===== src/adc_ctl_pkg.sv =====
//////////////////////////////////////////////////
// shared widths, register map, mode codes and the
// output vector layout for the adc board controller
//////////////////////////////////////////////////

`default_nettype none

package adc_ctl_pkg;

  // bus
  localparam int DATA_W = 32;
  localparam int ADDR_W = 4;            // word address

  // acquisition parameter widths
  localparam int PRECHARGE_W = 24;
  localparam int APERTURE_W  = 32;
  localparam int SEQ_W       = 6;       // [3:0] azmux  [5:4] precharge switches
  localparam int SEQ_MAX     = 4;
  localparam int SEQ_N_W     = 2;       // holds steps minus one
  localparam int MODE_W      = 3;
  localparam int OUT_W       = 24;
  localparam int HW_FLAGS_W  = 4;

  //////////////////////////////////////////////////
  // register map, one word each
  localparam logic [ADDR_W-1:0] ADDR_MODE      = 4'd0;
  localparam logic [ADDR_W-1:0] ADDR_DIRECT    = 4'd1;
  localparam logic [ADDR_W-1:0] ADDR_STATUS    = 4'd2;   // read only
  localparam logic [ADDR_W-1:0] ADDR_PRECHARGE = 4'd3;
  localparam logic [ADDR_W-1:0] ADDR_APERTURE  = 4'd4;
  localparam logic [ADDR_W-1:0] ADDR_SEQ_N     = 4'd5;
  localparam logic [ADDR_W-1:0] ADDR_SEQ0      = 4'd6;
  localparam logic [ADDR_W-1:0] ADDR_SEQ1      = 4'd7;
  localparam logic [ADDR_W-1:0] ADDR_SEQ2      = 4'd8;
  localparam logic [ADDR_W-1:0] ADDR_SEQ3      = 4'd9;

  localparam logic [7:0] STATUS_MAGIC = 8'hAA;           // status [7:0], hw flags above

  // alternate function modes, 5..7 give zeros
  localparam logic [MODE_W-1:0] MODE_DIRECT  = 3'd0;
  localparam logic [MODE_W-1:0] MODE_LO      = 3'd1;
  localparam logic [MODE_W-1:0] MODE_HI      = 3'd2;
  localparam logic [MODE_W-1:0] MODE_PATTERN = 3'd3;
  localparam logic [MODE_W-1:0] MODE_AZ_TEST = 3'd4;

  //////////////////////////////////////////////////
  // output vector, msb first
  typedef struct packed {
    logic       meas_complete;    // 23
    logic       cmpr_latch;       // 22
    logic [3:0] adc_refmux;       // 21..18
    logic [3:0] azmux;            // 17..14
    logic [1:0] pc_sw;            // 13..12
    logic [7:0] monitor;          // 11..4
    logic [3:0] leds;             // 3..0
  } out_vec_t;

endpackage

`default_nettype wire


===== src/acq_cfg_if.sv =====
//////////////////////////////////////////////////
// acquisition parameters from the register bank to
// the sequence controller and the mocked adc
//////////////////////////////////////////////////

`timescale 1ns/100ps
`default_nettype none

interface acq_cfg_if;

  logic [adc_ctl_pkg::PRECHARGE_W-1:0] precharge_cnt;   // precharge length in clocks
  logic [adc_ctl_pkg::APERTURE_W-1:0]  aperture_cnt;    // sample length in clocks
  logic [adc_ctl_pkg::SEQ_N_W-1:0]     seq_n;           // last step index

  // one word per step
  logic [adc_ctl_pkg::SEQ_MAX-1:0][adc_ctl_pkg::SEQ_W-1:0] seq_word;

  modport regs (output precharge_cnt, aperture_cnt, seq_n, seq_word);
  modport seq  (input precharge_cnt, seq_n, seq_word);
  modport mock (input aperture_cnt);

endinterface

`default_nettype wire


===== src/adc_ctl_top.sv =====
//////////////////////////////////////////////////
// controller top, joins the register bank, sequencer,
// mocked adc and output selector and drives the pins
//////////////////////////////////////////////////

`timescale 1ns/100ps
`default_nettype none

module adc_ctl_top (
  input  wire logic                               clk,
  input  wire logic                               arst_n_i,

  // wishbone classic slave
  input  wire logic                               wb_cyc_i,
  input  wire logic                               wb_stb_i,
  input  wire logic                               wb_we_i,
  input  wire logic [adc_ctl_pkg::ADDR_W-1:0]     wb_adr_i,
  input  wire logic [adc_ctl_pkg::DATA_W-1:0]     wb_dat_i,
  output      logic [adc_ctl_pkg::DATA_W-1:0]     wb_dat_o,
  output      logic                               wb_ack_o,

  input  wire logic                               trigger_i,
  input  wire logic [adc_ctl_pkg::HW_FLAGS_W-1:0] hw_flags_i,

  // board pins
  output      logic [3:0]                         leds_o,
  output      logic [7:0]                         monitor_o,
  output      logic [1:0]                         pc_sw_o,
  output      logic [3:0]                         azmux_o,
  output      logic [3:0]                         adc_refmux_o,
  output      logic                               adc_cmpr_latch_ctl_o,
  output      logic                               meas_complete_o
);

  logic [adc_ctl_pkg::MODE_W-1:0] mode;
  adc_ctl_pkg::out_vec_t          direct;
  adc_ctl_pkg::out_vec_t          seq_out;
  adc_ctl_pkg::out_vec_t          out_vec;
  logic                           adc_reset_n;      // sequencer to mock adc
  logic                           measure_valid;    // mock adc back to sequencer

  acq_cfg_if cfg_if ();

  reg_bank u_reg_bank (
    .clk        (clk),
    .arst_n_i   (arst_n_i),
    .wb_cyc_i   (wb_cyc_i),
    .wb_stb_i   (wb_stb_i),
    .wb_we_i    (wb_we_i),
    .wb_adr_i   (wb_adr_i),
    .wb_dat_i   (wb_dat_i),
    .hw_flags_i (hw_flags_i),
    .wb_dat_o   (wb_dat_o),
    .wb_ack_o   (wb_ack_o),
    .mode_o     (mode),
    .direct_o   (direct),
    .cfg        (cfg_if.regs)
  );

  seq_acquisition u_seq (
    .clk             (clk),
    .arst_n_i        (arst_n_i),
    .trigger_i       (trigger_i),
    .measure_valid_i (measure_valid),
    .adc_reset_n_o   (adc_reset_n),
    .seq_out_o       (seq_out),
    .cfg             (cfg_if.seq)
  );

  adc_mock u_adc_mock (
    .clk             (clk),
    .arst_n_i        (arst_n_i),
    .adc_reset_n_i   (adc_reset_n),
    .measure_valid_o (measure_valid),
    .cfg             (cfg_if.mock)
  );

  af_mux u_af_mux (
    .clk      (clk),
    .arst_n_i (arst_n_i),
    .mode_i   (mode),
    .direct_i (direct),
    .seq_i    (seq_out),
    .out_o    (out_vec)
  );

  //////////////////////////////////////////////////
  // vector fields out to the pins
  assign leds_o               = out_vec.leds;
  assign monitor_o            = out_vec.monitor;
  assign pc_sw_o              = out_vec.pc_sw;
  assign azmux_o              = out_vec.azmux;
  assign adc_refmux_o         = out_vec.adc_refmux;
  assign adc_cmpr_latch_ctl_o = out_vec.cmpr_latch;
  assign meas_complete_o      = out_vec.meas_complete;

endmodule

`default_nettype wire


===== src/adc_mock.sv =====
//////////////////////////////////////////////////
// stand in for the adc, ends each sample after the
// programmed aperture with a single valid pulse
//////////////////////////////////////////////////

`timescale 1ns/100ps
`default_nettype none

module adc_mock (
  input  wire logic clk,
  input  wire logic arst_n_i,
  input  wire logic adc_reset_n_i,
  output      logic measure_valid_o,
  acq_cfg_if.mock   cfg
);

  logic [adc_ctl_pkg::APERTURE_W-1:0] cnt_q;
  logic [adc_ctl_pkg::APERTURE_W-1:0] cnt_nxt;
  logic [adc_ctl_pkg::APERTURE_W-1:0] aperture;
  logic                               done_q;    // quiet until reset again
  logic                               valid_q;

  assign aperture = (cfg.aperture_cnt == '0) ? 1 : cfg.aperture_cnt;   // 0 runs as 1
  assign cnt_nxt  = cnt_q + 1'b1;

  always_ff @(posedge clk or negedge arst_n_i) begin
    if (!arst_n_i) begin
      cnt_q   <= '0;
      done_q  <= 1'b0;
      valid_q <= 1'b0;
    end else if (!adc_reset_n_i) begin          // held in reset by the sequencer
      cnt_q   <= '0;
      done_q  <= 1'b0;
      valid_q <= 1'b0;
    end else begin
      valid_q <= 1'b0;
      if (!done_q) begin
        cnt_q <= cnt_nxt;
        if (cnt_nxt == aperture) begin
          valid_q <= 1'b1;
          done_q  <= 1'b1;
        end
      end
    end
  end

  // an aborted conversion gives no result
  assign measure_valid_o = valid_q && adc_reset_n_i;

endmodule

`default_nettype wire


===== src/af_mux.sv =====
//////////////////////////////////////////////////
// alternate function selector, picks the source of
// the output vector by mode and registers it
//////////////////////////////////////////////////

`timescale 1ns/100ps
`default_nettype none

module af_mux (
  input  wire logic                           clk,
  input  wire logic                           arst_n_i,
  input  wire logic [adc_ctl_pkg::MODE_W-1:0] mode_i,
  input  wire adc_ctl_pkg::out_vec_t          direct_i,
  input  wire adc_ctl_pkg::out_vec_t          seq_i,
  output      adc_ctl_pkg::out_vec_t          out_o
);

  logic [adc_ctl_pkg::OUT_W-1:0] pattern_q;   // free running test pattern
  adc_ctl_pkg::out_vec_t         sel;

  always_ff @(posedge clk or negedge arst_n_i) begin
    if (!arst_n_i) begin
      pattern_q <= '0;
    end else begin
      pattern_q <= pattern_q + 1'b1;
    end
  end

  //////////////////////////////////////////////////
  // mode select
  always_comb begin
    case (mode_i)
      adc_ctl_pkg::MODE_DIRECT:  sel = direct_i;     // register driven
      adc_ctl_pkg::MODE_LO:      sel = '0;
      adc_ctl_pkg::MODE_HI:      sel = '1;
      adc_ctl_pkg::MODE_PATTERN: sel = pattern_q;    // needs a running clock
      adc_ctl_pkg::MODE_AZ_TEST: sel = seq_i;        // sequencer with mocked adc
      default:                   sel = '0;           // unused modes stay low
    endcase
  end

  // one cycle from source to pins
  always_ff @(posedge clk or negedge arst_n_i) begin
    if (!arst_n_i) begin
      out_o <= '0;
    end else begin
      out_o <= sel;
    end
  end

endmodule

`default_nettype wire


===== src/reg_bank.sv =====
//////////////////////////////////////////////////
// wishbone classic slave with the control and
// acquisition registers, plus the read only status
//////////////////////////////////////////////////

`timescale 1ns/100ps
`default_nettype none

module reg_bank (
  input  wire logic                                    clk,
  input  wire logic                                    arst_n_i,
  input  wire logic                                    wb_cyc_i,
  input  wire logic                                    wb_stb_i,
  input  wire logic                                    wb_we_i,
  input  wire logic [adc_ctl_pkg::ADDR_W-1:0]          wb_adr_i,
  input  wire logic [adc_ctl_pkg::DATA_W-1:0]          wb_dat_i,
  input  wire logic [adc_ctl_pkg::HW_FLAGS_W-1:0]      hw_flags_i,
  output      logic [adc_ctl_pkg::DATA_W-1:0]          wb_dat_o,
  output      logic                                    wb_ack_o,
  output      logic [adc_ctl_pkg::MODE_W-1:0]          mode_o,
  output      adc_ctl_pkg::out_vec_t                   direct_o,
  acq_cfg_if.regs                                      cfg
);

  logic                              access;     // new cycle seen this edge
  logic                              wr_en;
  logic [adc_ctl_pkg::DATA_W-1:0]    rd_data;

  assign access = wb_cyc_i && wb_stb_i && !wb_ack_o;   // no wait states
  assign wr_en  = access && wb_we_i;

  //////////////////////////////////////////////////
  // read mux
  always_comb begin
    rd_data = '0;                                 // unmapped reads zero
    case (wb_adr_i)
      adc_ctl_pkg::ADDR_MODE:      rd_data[adc_ctl_pkg::MODE_W-1:0]      = mode_o;
      adc_ctl_pkg::ADDR_DIRECT:    rd_data[adc_ctl_pkg::OUT_W-1:0]       = direct_o;
      adc_ctl_pkg::ADDR_STATUS: begin
        rd_data[7:0]                            = adc_ctl_pkg::STATUS_MAGIC;
        rd_data[8 +: adc_ctl_pkg::HW_FLAGS_W]   = hw_flags_i;
      end
      adc_ctl_pkg::ADDR_PRECHARGE: rd_data[adc_ctl_pkg::PRECHARGE_W-1:0] = cfg.precharge_cnt;
      adc_ctl_pkg::ADDR_APERTURE:  rd_data                               = cfg.aperture_cnt;
      adc_ctl_pkg::ADDR_SEQ_N:     rd_data[adc_ctl_pkg::SEQ_N_W-1:0]     = cfg.seq_n;
      adc_ctl_pkg::ADDR_SEQ0:      rd_data[adc_ctl_pkg::SEQ_W-1:0]       = cfg.seq_word[0];
      adc_ctl_pkg::ADDR_SEQ1:      rd_data[adc_ctl_pkg::SEQ_W-1:0]       = cfg.seq_word[1];
      adc_ctl_pkg::ADDR_SEQ2:      rd_data[adc_ctl_pkg::SEQ_W-1:0]       = cfg.seq_word[2];
      adc_ctl_pkg::ADDR_SEQ3:      rd_data[adc_ctl_pkg::SEQ_W-1:0]       = cfg.seq_word[3];
      default:                     rd_data = '0;
    endcase
  end

  // single cycle ack with its read data
  always_ff @(posedge clk or negedge arst_n_i) begin
    if (!arst_n_i) begin
      wb_ack_o <= 1'b0;
      wb_dat_o <= '0;
    end else begin
      wb_ack_o <= access;                         // drops on the following edge
      if (access) begin
        wb_dat_o <= rd_data;                      // valid together with ack
      end
    end
  end

  //////////////////////////////////////////////////
  // register writes take effect on the ack edge
  always_ff @(posedge clk or negedge arst_n_i) begin
    if (!arst_n_i) begin
      mode_o            <= adc_ctl_pkg::MODE_DIRECT;
      direct_o          <= '0;
      cfg.precharge_cnt <= '0;
      cfg.aperture_cnt  <= '0;
      cfg.seq_n         <= '0;
      cfg.seq_word      <= '0;
    end else if (wr_en) begin
      case (wb_adr_i)
        adc_ctl_pkg::ADDR_MODE:      mode_o            <= wb_dat_i[adc_ctl_pkg::MODE_W-1:0];
        adc_ctl_pkg::ADDR_DIRECT:    direct_o          <= wb_dat_i[adc_ctl_pkg::OUT_W-1:0];
        adc_ctl_pkg::ADDR_PRECHARGE: cfg.precharge_cnt <= wb_dat_i[adc_ctl_pkg::PRECHARGE_W-1:0];
        adc_ctl_pkg::ADDR_APERTURE:  cfg.aperture_cnt  <= wb_dat_i;
        adc_ctl_pkg::ADDR_SEQ_N:     cfg.seq_n         <= wb_dat_i[adc_ctl_pkg::SEQ_N_W-1:0];
        adc_ctl_pkg::ADDR_SEQ0:      cfg.seq_word[0]   <= wb_dat_i[adc_ctl_pkg::SEQ_W-1:0];
        adc_ctl_pkg::ADDR_SEQ1:      cfg.seq_word[1]   <= wb_dat_i[adc_ctl_pkg::SEQ_W-1:0];
        adc_ctl_pkg::ADDR_SEQ2:      cfg.seq_word[2]   <= wb_dat_i[adc_ctl_pkg::SEQ_W-1:0];
        adc_ctl_pkg::ADDR_SEQ3:      cfg.seq_word[3]   <= wb_dat_i[adc_ctl_pkg::SEQ_W-1:0];
        default: ;                                // status and holes ignore writes
      endcase
    end
  end

endmodule

`default_nettype wire


===== src/seq_acquisition.sv =====
//////////////////////////////////////////////////
// auto-zero sequence controller, steps through the
// programmed azmux/precharge words while trigger high
//////////////////////////////////////////////////

`timescale 1ns/100ps
`default_nettype none

module seq_acquisition (
  input  wire logic          clk,
  input  wire logic          arst_n_i,
  input  wire logic          trigger_i,
  input  wire logic          measure_valid_i,
  output      logic          adc_reset_n_o,
  output      adc_ctl_pkg::out_vec_t seq_out_o,
  acq_cfg_if.seq             cfg
);

  typedef enum logic [1:0] {
    ST_IDLE,
    ST_PRECHARGE,
    ST_SAMPLE
  } state_t;

  state_t                                state_q;
  logic                                  trig_q1, trig_q2;    // synchronizer
  logic [adc_ctl_pkg::SEQ_N_W-1:0]       step_q;
  logic [adc_ctl_pkg::PRECHARGE_W-1:0]   pc_cnt_q;            // counts down to zero
  logic [adc_ctl_pkg::PRECHARGE_W-1:0]   pc_load;
  logic                                  complete_q;          // one cycle per sequence
  logic                                  led_q;
  logic [adc_ctl_pkg::SEQ_W-1:0]         word;

  // zero length precharge runs as one clock
  assign pc_load = (cfg.precharge_cnt == '0) ? '0 : cfg.precharge_cnt - 1'b1;
  assign word    = cfg.seq_word[step_q];

  //////////////////////////////////////////////////
  // trigger synchronizer
  always_ff @(posedge clk or negedge arst_n_i) begin
    if (!arst_n_i) begin
      trig_q1 <= 1'b0;
      trig_q2 <= 1'b0;
    end else begin
      trig_q1 <= trigger_i;
      trig_q2 <= trig_q1;
    end
  end

  //////////////////////////////////////////////////
  // step fsm
  always_ff @(posedge clk or negedge arst_n_i) begin
    if (!arst_n_i) begin
      state_q    <= ST_IDLE;
      step_q     <= '0;
      pc_cnt_q   <= '0;
      complete_q <= 1'b0;
      led_q      <= 1'b0;
    end else if (!trig_q2) begin                 // trigger gone so park in idle
      state_q    <= ST_IDLE;
      step_q     <= '0;
      pc_cnt_q   <= '0;
      complete_q <= 1'b0;
      led_q      <= 1'b0;
    end else begin
      complete_q <= 1'b0;
      case (state_q)
        ST_IDLE: begin
          state_q  <= ST_PRECHARGE;               // step 0
          pc_cnt_q <= pc_load;
        end
        ST_PRECHARGE: begin
          if (pc_cnt_q == '0) state_q <= ST_SAMPLE;
          else                pc_cnt_q <= pc_cnt_q - 1'b1;
        end
        ST_SAMPLE: begin
          if (measure_valid_i) begin
            state_q  <= ST_PRECHARGE;
            pc_cnt_q <= pc_load;
            if (step_q == cfg.seq_n) begin        // last step done
              step_q     <= '0;
              complete_q <= 1'b1;
              led_q      <= !led_q;
            end else begin
              step_q <= step_q + 1'b1;
            end
          end
        end
        default: state_q <= ST_IDLE;
      endcase
    end
  end

  assign adc_reset_n_o = (state_q == ST_SAMPLE);  // adc runs only in sample phase

  //////////////////////////////////////////////////
  // output fields
  always_comb begin
    seq_out_o               = '0;
    seq_out_o.meas_complete = complete_q;
    seq_out_o.leds[0]       = led_q;
    seq_out_o.monitor[1:0]  = step_q;
    seq_out_o.monitor[2]    = (state_q == ST_SAMPLE);
    seq_out_o.monitor[3]    = adc_reset_n_o;
    seq_out_o.monitor[4]    = measure_valid_i;
    if (state_q != ST_IDLE) begin
      seq_out_o.azmux = word[3:0];                // held through both phases
    end
    if (state_q == ST_SAMPLE) begin
      seq_out_o.pc_sw = word[5:4];                // precharge switches off in precharge
    end
  end

endmodule

`default_nettype wire


===== config.mk =====
export PLATFORM = sky130hd
export DESIGN_NAME = adc_ctl_top
export DESIGN_NICKNAME = d
export VERILOG_FILES = /design/src/adc_ctl_pkg.sv /design/src/acq_cfg_if.sv /design/src/adc_ctl_top.sv /design/src/adc_mock.sv /design/src/af_mux.sv /design/src/reg_bank.sv /design/src/seq_acquisition.sv
export SDC_FILE = /design/constraint.sdc
export NUM_CORES = 1
export LEC_CHECK = 0
export BUFFER_PORTS_ARGS = -buffer_cell sky130_fd_sc_hd__buf_4
export CAP_MARGIN = 20
export CORE_ASPECT_RATIO = 1.4
export CORE_MARGIN = 3
export CORE_UTILIZATION = 40
export DETAILED_ROUTE_END_ITERATION = 10
export HOLD_SLACK_MARGIN = 0.05
export SETUP_SLACK_MARGIN = 0.1
export SLEW_MARGIN = 10
export SYNTH_ARGS = -nofsm -noshare
export SYNTH_HDL_FRONTEND = slang
export SYNTH_SLANG_ARGS = --single-unit

===== constraint.sdc =====
create_clock -name clk -period 3.4 [get_ports clk]
set_input_delay 0.17 -clock clk [delete_from_list [all_inputs] [get_ports clk]]
set_output_delay 0.17 -clock clk [all_outputs]
set_load 0.01 [all_outputs]

Yosys cells after proc, flatten, opt, wreduce, memory -nomap -nowiden
Index checks and enable logic that the tools add are counted.
{"block": "totals", "ff_bits": 256, "mem_bits_rw": 0, "inputBits": 46, "elab_cells": 131, "memories": 0, "latch_bits": 0, "out_inout_bits": 57, "mem_bits_ro": 0}
{"block": "classes", "n_shift": 0, "n_reduce_logical": 26, "magnitude_cmp": 1, "div": 0, "addsub": 5, "multipliers": 0, "muxes": 40, "bitwise_logic": 0, "eq_ne": 24}
{"cell": "2-to-1 mux 24 bit", "count": 4}
{"cell": "2-to-1 mux 32 bit", "count": 3}
{"cell": "case mux 24 bit (4 select lines)", "count": 1}
{"cell": "case mux 24 bit (3 select lines)", "count": 1}
{"cell": "logical NOT 24 bit", "count": 2}
{"cell": "subtractor 24 x 1 -> 24 bit, second input constant", "count": 2}
{"cell": "case mux 12 bit (3 select lines)", "count": 1}
{"cell": "adder 32 x 1 -> 32 bit, second input constant", "count": 1}
{"cell": "equality test 32 bit", "count": 1}
{"cell": "logical NOT 32 bit", "count": 1}
{"cell": "adder 24 x 1 -> 24 bit, second input constant", "count": 1}
{"cell": "case mux 3 bit (8 select lines)", "count": 1}
{"cell": "case mux 6 bit (4 select lines)", "count": 1}
{"cell": "AND reduction 2 bit", "count": 11}
{"cell": "case mux 2 bit (10 select lines)", "count": 1}
{"cell": "equality test 4 x 3 -> 1 bit, second input constant", "count": 4}
{"cell": "2-to-1 mux 2 bit", "count": 8}
{"cell": "2-to-1 mux 1 bit", "count": 13}
{"cell": "binary-select mux 6 bit (select 2 bit)", "count": 1}
{"cell": "!= test 3 bit, second input constant", "count": 3}
{"cell": "equality test 4 x 2 -> 1 bit, second input constant", "count": 2}
{"cell": "equality test 4 bit, second input constant", "count": 2}
{"cell": "2-to-1 mux 8 bit", "count": 1}
{"cell": "case mux 1 bit (8 select lines)", "count": 1}
{"cell": "other kinds (21)", "count": 29}

Longest topological paths before layout
Gate-level depths: netlist of run 1.
{"block": "logic_depth", "word_depth": 6, "depth_mapped": 10}

Modules after synthesis
A second synthesis of run 1 with hierarchy kept.
{"block": "unflattened", "cells_unflattened": 1362, "hier_area_um2": 14039.7}
{"mod": "reg_bank", "cells_each": 471, "area_per_inst_um2": 6241.0, "instances": 1}
{"mod": "adc_mock", "cells_each": 337, "area_per_inst_um2": 2817.7, "instances": 1}
{"mod": "seq_acquisition", "cells_each": 337, "area_per_inst_um2": 2762.6, "instances": 1}
{"mod": "af_mux", "cells_each": 217, "area_per_inst_um2": 2218.4, "instances": 1}

Worst setup path before layout of run 1
OpenSTA, ideal clock, no wires.
{"block": "synth_timing", "kind": "register to register", "from": "reg u_reg_bank.cfg.precharge_cnt[3]", "to": "reg u_seq.pc_cnt_q[18] (netlist bit)", "path_buffers": 1, "slack_ns": 0.838, "path_stages_with_launch": 9, "t_arrival_ns": 2.441, "setup_ns": 0.121, "cell_sequence": "dfrtp_1 > buf_2 > or4_1 > or4_1 > or2_2 > nor3_1 > xnor2_1 > o22ai_1 > a22o_1"}
{"block": "synth_between", "elab_chain_len": 5, "word_cells_on_any_way": 6}
{"item": "from (decl)", "line_no": "acq_cfg_if.sv:18", "source": "modport regs (output precharge_cnt, aperture_cnt, seq_n, seq_word);"}
{"item": "from (signal assigned)", "line_no": "reg_bank.sv:81", "source": "adc_ctl_pkg::ADDR_PRECHARGE: cfg.precharge_cnt <= wb_dat_i[adc_ctl_pkg::PRECHARGE_W-1:0];"}
{"item": "subtractor 24 x 1 -> 24 bit / logical NOT 24 bit (equally long branches)", "line_no": "seq_acquisition.sv:35", "source": "assign pc_load = (cfg.precharge_cnt == '0) ? '0 : cfg.precharge_cnt - 1'b1;"}
{"item": "2-to-1 mux 24 bit *", "line_no": "seq_acquisition.sv:35"}
{"item": "2-to-1 mux 24 bit", "line_no": "seq_acquisition.sv:77", "source": "if (measure_valid_i) begin"}
{"item": "case mux 24 bit (3 select lines) *", "line_no": "seq_acquisition.sv:67", "source": "case (state_q)"}
{"item": "2-to-1 mux 24 bit *", "line_no": "seq_acquisition.sv:59", "source": "end else if (!trig_q2) begin"}
{"item": "to (signal assigned)", "line_no": "seq_acquisition.sv:70", "source": "pc_cnt_q <= pc_load;"}
{"item": "to (signal assigned)", "line_no": "seq_acquisition.sv:74", "source": "else pc_cnt_q <= pc_cnt_q - 1'b1;"}
{"item": "to (signal assigned)", "line_no": "seq_acquisition.sv:79", "source": "pc_cnt_q <= pc_load;"}
{"item": "to (decl)", "line_no": "seq_acquisition.sv:28", "source": "logic [adc_ctl_pkg::PRECHARGE_W-1:0] pc_cnt_q;"}
Mark *: on every way between the ends. The rest lies on a longest branch, timed or not. The select of a mux whose other input is x is not followed.
A chain may end at the register's enable or synchronous reset.

Worst setup path in the final report of run 1
{"block": "layout_timing", "from": "reg u_adc_mock.cnt_q[8] (netlist bit)", "to": "reg u_adc_mock.valid_q"}
{"block": "layout_between", "elab_chain_len": 5}
{"item": "from (decl)", "line_no": "adc_mock.sv:17", "source": "logic [adc_ctl_pkg::APERTURE_W-1:0] cnt_q;"}
{"item": "from (signal assigned)", "line_no": "adc_mock.sv:38", "source": "cnt_q <= cnt_nxt;"}
{"item": "adder 32 x 1 -> 32 bit", "line_no": "adc_mock.sv:24", "source": "assign cnt_nxt = cnt_q + 1'b1;"}
{"item": "equality test 32 bit", "line_no": "adc_mock.sv:39", "source": "if (cnt_nxt == aperture) begin"}
{"item": "2-to-1 mux 1 bit", "line_no": "adc_mock.sv:39"}
{"item": "2-to-1 mux 1 bit", "line_no": "adc_mock.sv:37", "source": "if (!done_q) begin"}
{"item": "2-to-1 mux 1 bit", "line_no": "adc_mock.sv:31", "source": "end else if (!adc_reset_n_i) begin"}
{"item": "to (signal assigned)", "line_no": "adc_mock.sv:30", "source": "valid_q <= 1'b0;"}
{"item": "to (signal assigned)", "line_no": "adc_mock.sv:34", "source": "valid_q <= 1'b0;"}
{"item": "to (signal assigned)", "line_no": "adc_mock.sv:40", "source": "valid_q <= 1'b1;"}
{"item": "to (decl)", "line_no": "adc_mock.sv:21", "source": "logic valid_q;"}
No other way between the ends.

==> results.tsv, run 1 <==
metric	value	unit
status	finished, final reports clean	
Synth Area in Simple Gates	16.21	%
Detailed Route Iter0 Violations	777	
worst reg2reg path depth	7	
WL met2	19550	um
initial antenna violation count	0	
estimated wirelength of the detail-placed design	29350	um
post-synth top area cell	dfrtp_1	
pwr dens	586.2	nW/um^2
Avg Inst Size Synth	10.29	sq um
fin crit share	86.78	%
maximum clock frequency	338.9	MHz
Die X	160.1	um
GPL Wtd Cong	0.8934	
post-CTS sizing	0	
synth top area cells	dfrtp_1 (48%), mux2_2 (9.3%), xnor2_1 (5.1%), nand2_1 (3.2%), o21ai_0 (3.0%)	
CP required	3.87	ns
flop-to-flop setup slack	0.45	ns
vias in the first global route	10950	
wire length of the first global-routing pass	63180	um
Synth Register Bits	256	
clock-pin transition on the worst setup and hold timing paths	0.06	ns
GR Util All Layers	22.51	%
Max VDD drop	387.7	uV
First-pass DRT Iterations	5	
RSZ-0062 raised after global routing	false	
top cell type's share of synthesized area	48.20	%
vias	10710	
post-synthesis sequential area ratio	48.20	%
Synth Area in Compound Gates	13.34	%
Post-Syn Instances	1292	
Adder-Cell Fraction of Synth Area	0.4707	%
Worst Tran Pin Value	0.9616	ns
post-route setup TNS	0	ns
CTS Buffer Depth	3	
Placed Cells	1783	
Num CTS Buffers	28	
Min-Delay Path Class	primary input to register	
clk_skew	0.01297	ns
commonest non-fill, non-tap cell in the layout	dfrtp_1	
TritonCTS clock tree	done	
final setup vio count	0	
syn nets	1343	
buffers added on ports	102	
Final Hold Fails	0	
relative slew slack	35.40	%
Post-synth EDFFs	0	
min cycle time layout	2.950	ns
Routed Wire Length	40670	um
core area	32600	sq um
FILL cells	3049	
Pleak	7.009	nW
post-synthesis mux area share	11.03	%
post-synthesis cell type count	74	
final slew viol count	0	
post-route ant nets	0	
die height	221.7	um
CTS sink cnt	256	
hold slack	0.1589	ns
routed len/inst	21.72	um
met3 WL	2012	um
maximum fanout along the worst path	9	
post-DR vias/cell	5.720	
highest routed layer	met4	
Rows	78	
clock latency on the worst-skew pair	0.56	ns
htree depth	1	
clock root buffer	clkbuf_16	
most frequent cells in the layout	dfrtp_1 (256), buf_4 (124), nand2_1 (112)	
grt ovf	0	
area growth from synthesis to layout	19.80	%
Max-Cap Viols	0	
Worst Hold Depth	4	
Initial Util	40.78	%
IO Count	103	
Worst Path Arrival	3.42	ns
Final Instance Count excl. Fillers	1873	
Ant. Diodes	0	
Nets	1462	
Die Footprint	35480	sq um
DRC	0	
Setup CP Type	register to register	
largest net degree at the start of global routing	96	
wl on met1	16890	um
largest family of logic cells by synthesized area	simple AND/OR/NAND/NOR gates	
Post-Syn Area	13290	sq um
share of layout cells above drive strength 1	21.77	%
main flop type after synthesis	dfrtp_1	
Post-synth ARST share	100.0	%
Syn. warnings	0	
Worst setup EP type	register	
CP startpoint kind	register	
xor-xnor portion of the synthesized cell area	8.039	%
[state kept, by name, indices dropped and copies added, names as in the netlist, 2 cells and up]
| signal | cells |
|---|---|
| u_af_mux.out_o | 24 |
| u_reg_bank.direct_o | 24 |
| u_reg_bank.cfg.seq_n | 2 |
| u_reg_bank.wb_dat_o | 32 |
| u_reg_bank.cfg.seq_word | 24 |
| u_reg_bank.cfg.precharge_cnt | 24 |
| u_af_mux.pattern_q | 24 |
| u_seq.pc_cnt_q | 24 |
| u_reg_bank.mode_o | 3 |
| u_seq.step_q | 2 |
| u_reg_bank.cfg.aperture_cnt | 32 |
| u_seq.state_q | 2 |
| u_adc_mock.cnt_q | 32 |
[cell type report]
cell class | count | area [sq um] | share of cell area, %
multi-input combinational | 943 | 6543 | 41.09
clock buffer | 40 | 817.0 | 5.131
clock inverter | 12 | 176.4 | 1.108
tap | 440 | 550.5 | 3.457
timing repair buffer | 165 | 1366 | 8.581
inverter | 17 | 63.81 | 0.4008
sequential | 256 | 6406 | 40.23
[where the power goes]
group          internal, mW  switching [mW]  leakage [nW]
Sequential             3.41           0.433          3.45
Clock                  1.98            1.29         0.470
Combinational         0.976            1.25          3.09
Total                  6.36            2.97          7.01
[through the flow]
| stage | total power [mW] | cell area [sq um] | util, % | setup WS [ns] |
|---|---|---|---|---|
| 3_5_place_dp | 6.048 | 14550 | 44.63 | 0.5592 |
| 2_1_floorplan | 5.205 | 13290 | - | 0.8381 |
| 4_1_cts | 9.377 | 15920 | 48.85 | 0.5232 |
| 6_report | 9.334 | 15920 | 48.85 | 0.4496 |
| 3_3_place_gp | 6.042 | 14550 | 44.63 | 0.6385 |
| 5_1_grt | 9.787 | 15920 | 48.85 | 0.3111 |
[repair_timing]
action / 4_1_cts / 5_1_grt
hold buffers: 38 / 0
setup buffers: 0 / 0
endpoints found under the hold margin: 180 / 0
[metal layers]
layer	vias up	track usage, %
li1	4933	-
met1	5305	28.68
met2	370	37.82
met3	105	2.803
met4	0	11.06
met5	-	0
[synth_stat cells, drive strengths merged, types with 3 or more instances]
| cell type | n |
|---|---|
| dfrtp | 256 |
| nand2 | 112 |
| mux2 | 110 |
| nor2 | 96 |
| o21ai | 80 |
| xnor2 | 78 |
| clkbuf | 65 |
| xor2 | 44 |
| a22o | 43 |
| nand3 | 43 |
| nor3 | 35 |
| a21oi | 34 |
| a22oi | 27 |
| nor4 | 19 |
| nand4 | 18 |
| or4 | 18 |
| and3 | 16 |
| inv | 16 |
| o22ai | 15 |
| nand2b | 12 |
| or3 | 12 |
| a21boi | 11 |
| buf | 11 |
| a31oi | 10 |
| nor2b | 9 |
| or2 | 9 |
| and2 | 8 |
| and4 | 7 |
| mux2i | 7 |
| mux4 | 7 |
| o31ai | 6 |
| ha | 5 |
| o211ai | 4 |
| a21o | 3 |
| a32oi | 3 |
| nand3b | 3 |
| nor3b | 3 |
[kinds of logic after synthesis]
| group | Yosys count |
|---|---|
| AND/OR/NAND/NOR | 427 |
| AO/OA/AOI/OAI | 265 |
| flip-flops | 256 |
| multiplexers | 124 |
| XOR/XNOR | 122 |
| buffers and inverters | 93 |
| adder cells (fa/ha/maj) | 5 |
[path summary, 6_finish.rpt]
kind	from	end
setup / recovery	u_adc_mock.cnt_q[8]	u_adc_mock.valid_q
hold / removal	wb_adr_i[3]	u_reg_bank.wb_dat_o[2]
setup reg to reg	u_adc_mock.cnt_q[8]	u_adc_mock.valid_q
hold reg to reg	u_seq.trig_q1	u_seq.trig_q2
max in group asynchronous	arst_n_i	u_reg_bank.mode_o[1]
min in group asynchronous	arst_n_i	u_seq.pc_cnt_q[17]
[worst max-delay path, stage by stage, from the launching register on]
cell and delay [ns]:
dfrtp_1 0.47, nand4_1 0.29, or4_1 0.73, nor4_1 0.35
xnor2_1 0.17, nand4_1 0.13, or4_4 0.54, nor3_2 0.18
No activity file was read; power rests on OpenSTA's default activity.
==> inputs of run 2 (changes only) <==
--- a/config.mk
+++ b/config.mk
@@ -12,6 +12,8 @@
 export CORE_UTILIZATION = 40
 export DETAILED_ROUTE_END_ITERATION = 10
 export HOLD_SLACK_MARGIN = 0.05
+export RECOVER_POWER = 25
+export REMOVE_ABC_BUFFERS = 1
 export SETUP_SLACK_MARGIN = 0.1
 export SLEW_MARGIN = 10
 export SYNTH_ARGS = -nofsm -noshare
==> run 2 against run 1 <==
The flow now finishes with violations (max-capacitance violations, max-slew violations); cell area is 0.62% lower; setup slack better by 0.069 ns; via count is 0.52% lower; power is 3.1% lower; sequential cell count stayed put; utilization is 0.30 points lower; clock power is 8.3% lower; final cell count stayed put; global-route usage is 0.12 points lower; maximum frequency is 2.4% higher; combinational power hardly changed; non-clock buffer count is 5 higher; critical endpoint is now u_seq.pc_cnt_q[17]; largest cell class unchanged.
==> results.tsv, run 2 (same netlist as run 1, synthesis figures left out) <==
metric	value	unit
core area	32600	sq um
flop-to-flop setup slack	0.52	ns
grt ovf	0	
GPL Wtd Cong	0.9263	
Max VDD drop	558.0	uV
routed len/inst	21.44	um
Crit path largest cell delay	0.60	ns
CP required	3.82	ns
Max-Cap Viols	1	
relative slew slack	-13.06	%
Die Footprint	35480	sq um
Setup CP Type	register to register	
status	finished with violations	
Final Hold Fails	0	
GR Util All Layers	22.39	%
vias	10660	
post-route setup TNS	0	ns
final setup vio count	0	
post-route ant nets	0	
Rows	78	
Num CTS Buffers	27	
clock latency on the worst-skew pair	0.56	ns
Setup WS pre-CTS	0.5974	ns
reg2reg start	u_reg_bank.cfg.precharge_cnt[3]	
CP startpoint kind	register	
post-DR vias/cell	5.690	
Hold Path Sink	u_reg_bank.wb_dat_o[2]	
Min-Delay Startpoint	wb_adr_i[0]	
pwr dens	571.9	nW/um^2
htree depth	1	
Worst path most repeated cell	nand2_1	
clock root buffer	clkbuf_16	
post-CTS sizing	0	
Power Total	9.049	mW
fin worst setup slack	0.5188	ns
IO Count	103	
FILL cells	3057	
min cycle time layout	2.881	ns
wire length of the first global-routing pass	62900	um
First-pass DRT Iterations	5	
worst reg2reg path depth	6	
slowest CP cell	nor4_1	
Routed Wire Length	40160	um
Worst Hold Depth	4	
CTS Buffer Depth	3	
DRC	0	
commonest non-fill, non-tap cell in the layout	dfrtp_1	
maximum clock frequency	347.1	MHz
clk_skew	0.02469	ns
Die X	160.1	um
Detailed Route Iter0 Violations	800	
Min-Delay Path Class	primary input to register	
vias in the first global route	10920	
biggest regs	u_adc_mock.cnt_q (32), u_reg_bank.cfg.aperture_cnt (32), u_reg_bank.wb_dat_o (32)	
area growth from synthesis to layout	19.05	%
fin crit share	84.74	%
Worst Path Arrival	3.30	ns
RR Endpoint	u_seq.pc_cnt_q[17]	
RSZ-0062 raised after global routing	false	
clock-pin transition on the worst setup and hold timing paths	0.07	ns
setup bufs post-CTS	0	
Ant. Diodes	0	
maximum fanout along the worst path	16	
failing checks	max-capacitance violations, max-slew violations	
worst path cell trace	nor4_1, nand2_1, nand4bb_1, nand2_1, o22ai_1, a221o_1	
buffers added on ports	102	
largest net degree at the start of global routing	80	
most frequent cells in the layout	dfrtp_1 (256), buf_4 (129), nand2_1 (112)	
initial antenna violation count	0	
CTS sink cnt	256	
share of layout cells above drive strength 1	21.98	%
Worst Tran Pin Value	1.696	ns
die height	221.7	um
TritonCTS clock tree	done	
estimated wirelength of the detail-placed design	28920	um
Pleak	6.991	nW
Initial Util	40.78	%
CTS Hold Bufs	38	
Worst setup EP type	register	
Nets	1466	
final slew viol count	65	
## run 2: cell types whose count changed in the layout (fill, tap and decap cells not counted), sizes merged
cell,before,now
clkinv,4,7
bufinv,4,2
buf,127,129
clkinvlp,5,2
## run 2: power breakdown
group	total (mW)	internal [mW]	leakage, nW	switching (mW)
Clock	2.99	1.75	0.439	1.24
Sequential	3.84	3.41	3.45	0.431
Combinational	2.22	0.976	3.10	1.24
## run 2: worst max-delay path by stage
stage | end | depth (start not counted) | from
2_1_floorplan | u_reg_bank.cfg.aperture_cnt[0] | 5 | u_reg_bank.wb_ack_o
3_3_place_gp | u_adc_mock.valid_q | 8 | u_adc_mock.cnt_q[0]
3_5_place_dp | u_adc_mock.valid_q | 7 | u_adc_mock.cnt_q[4]
4_1_cts | u_seq.pc_cnt_q[17] | 6 | u_reg_bank.cfg.precharge_cnt[3]
5_1_grt | u_reg_bank.wb_ack_o | 3 | arst_n_i
6_report | u_seq.pc_cnt_q[17] | 6 | u_reg_bank.cfg.precharge_cnt[3]
## run 2: final cells by class
cell class	count	area (sq um)	area share (%)
clock buffers	37	783.3	4.950
clock inverters	10	108.9	0.6879
inverters	17	63.81	0.4033
multi-input cells	943	6543	41.35
flip-flops and latches	256	6406	40.48
well taps	440	550.5	3.479
repair buffers	170	1369	8.650
## run 2: routing by layer
metal | global-route usage, % | share of wire [%] | vias up
met5 | 0 | 0 | -
met4 | 9.188 | 4.3 | 0
met3 | 2.971 | 5.0 | 94
met2 | 38.05 | 49 | 310
met1 | 28.80 | 42 | 5324
li1 | - | - | 4929
## run 2: worst max-delay path: cells and delay by family, from the launching register on
| family | cells | cell delay (ns) |
|---|---|---|
| AO/OA/AOI/OAI | 2 | 0.51 |
| AND/OR/NAND/NOR | 4 | 1.77 |
| flip-flops | 1 | 0.47 |
## run 2: per-stage QoR
stage | instance area (sq um) | util (%) | instances | hold WS, ns
after floorplan | 13000 | - | 1216 | -0.1256
after global placement | 14570 | 44.71 | 1788 | 0.1620
after detailed placement | 14570 | 44.71 | 1788 | 0.1672
after CTS | 15850 | 48.61 | 1873 | 0.1205
after global routing | 15820 | 48.55 | 1873 | 0.1790
final | 15820 | 48.55 | 1873 | 0.1466
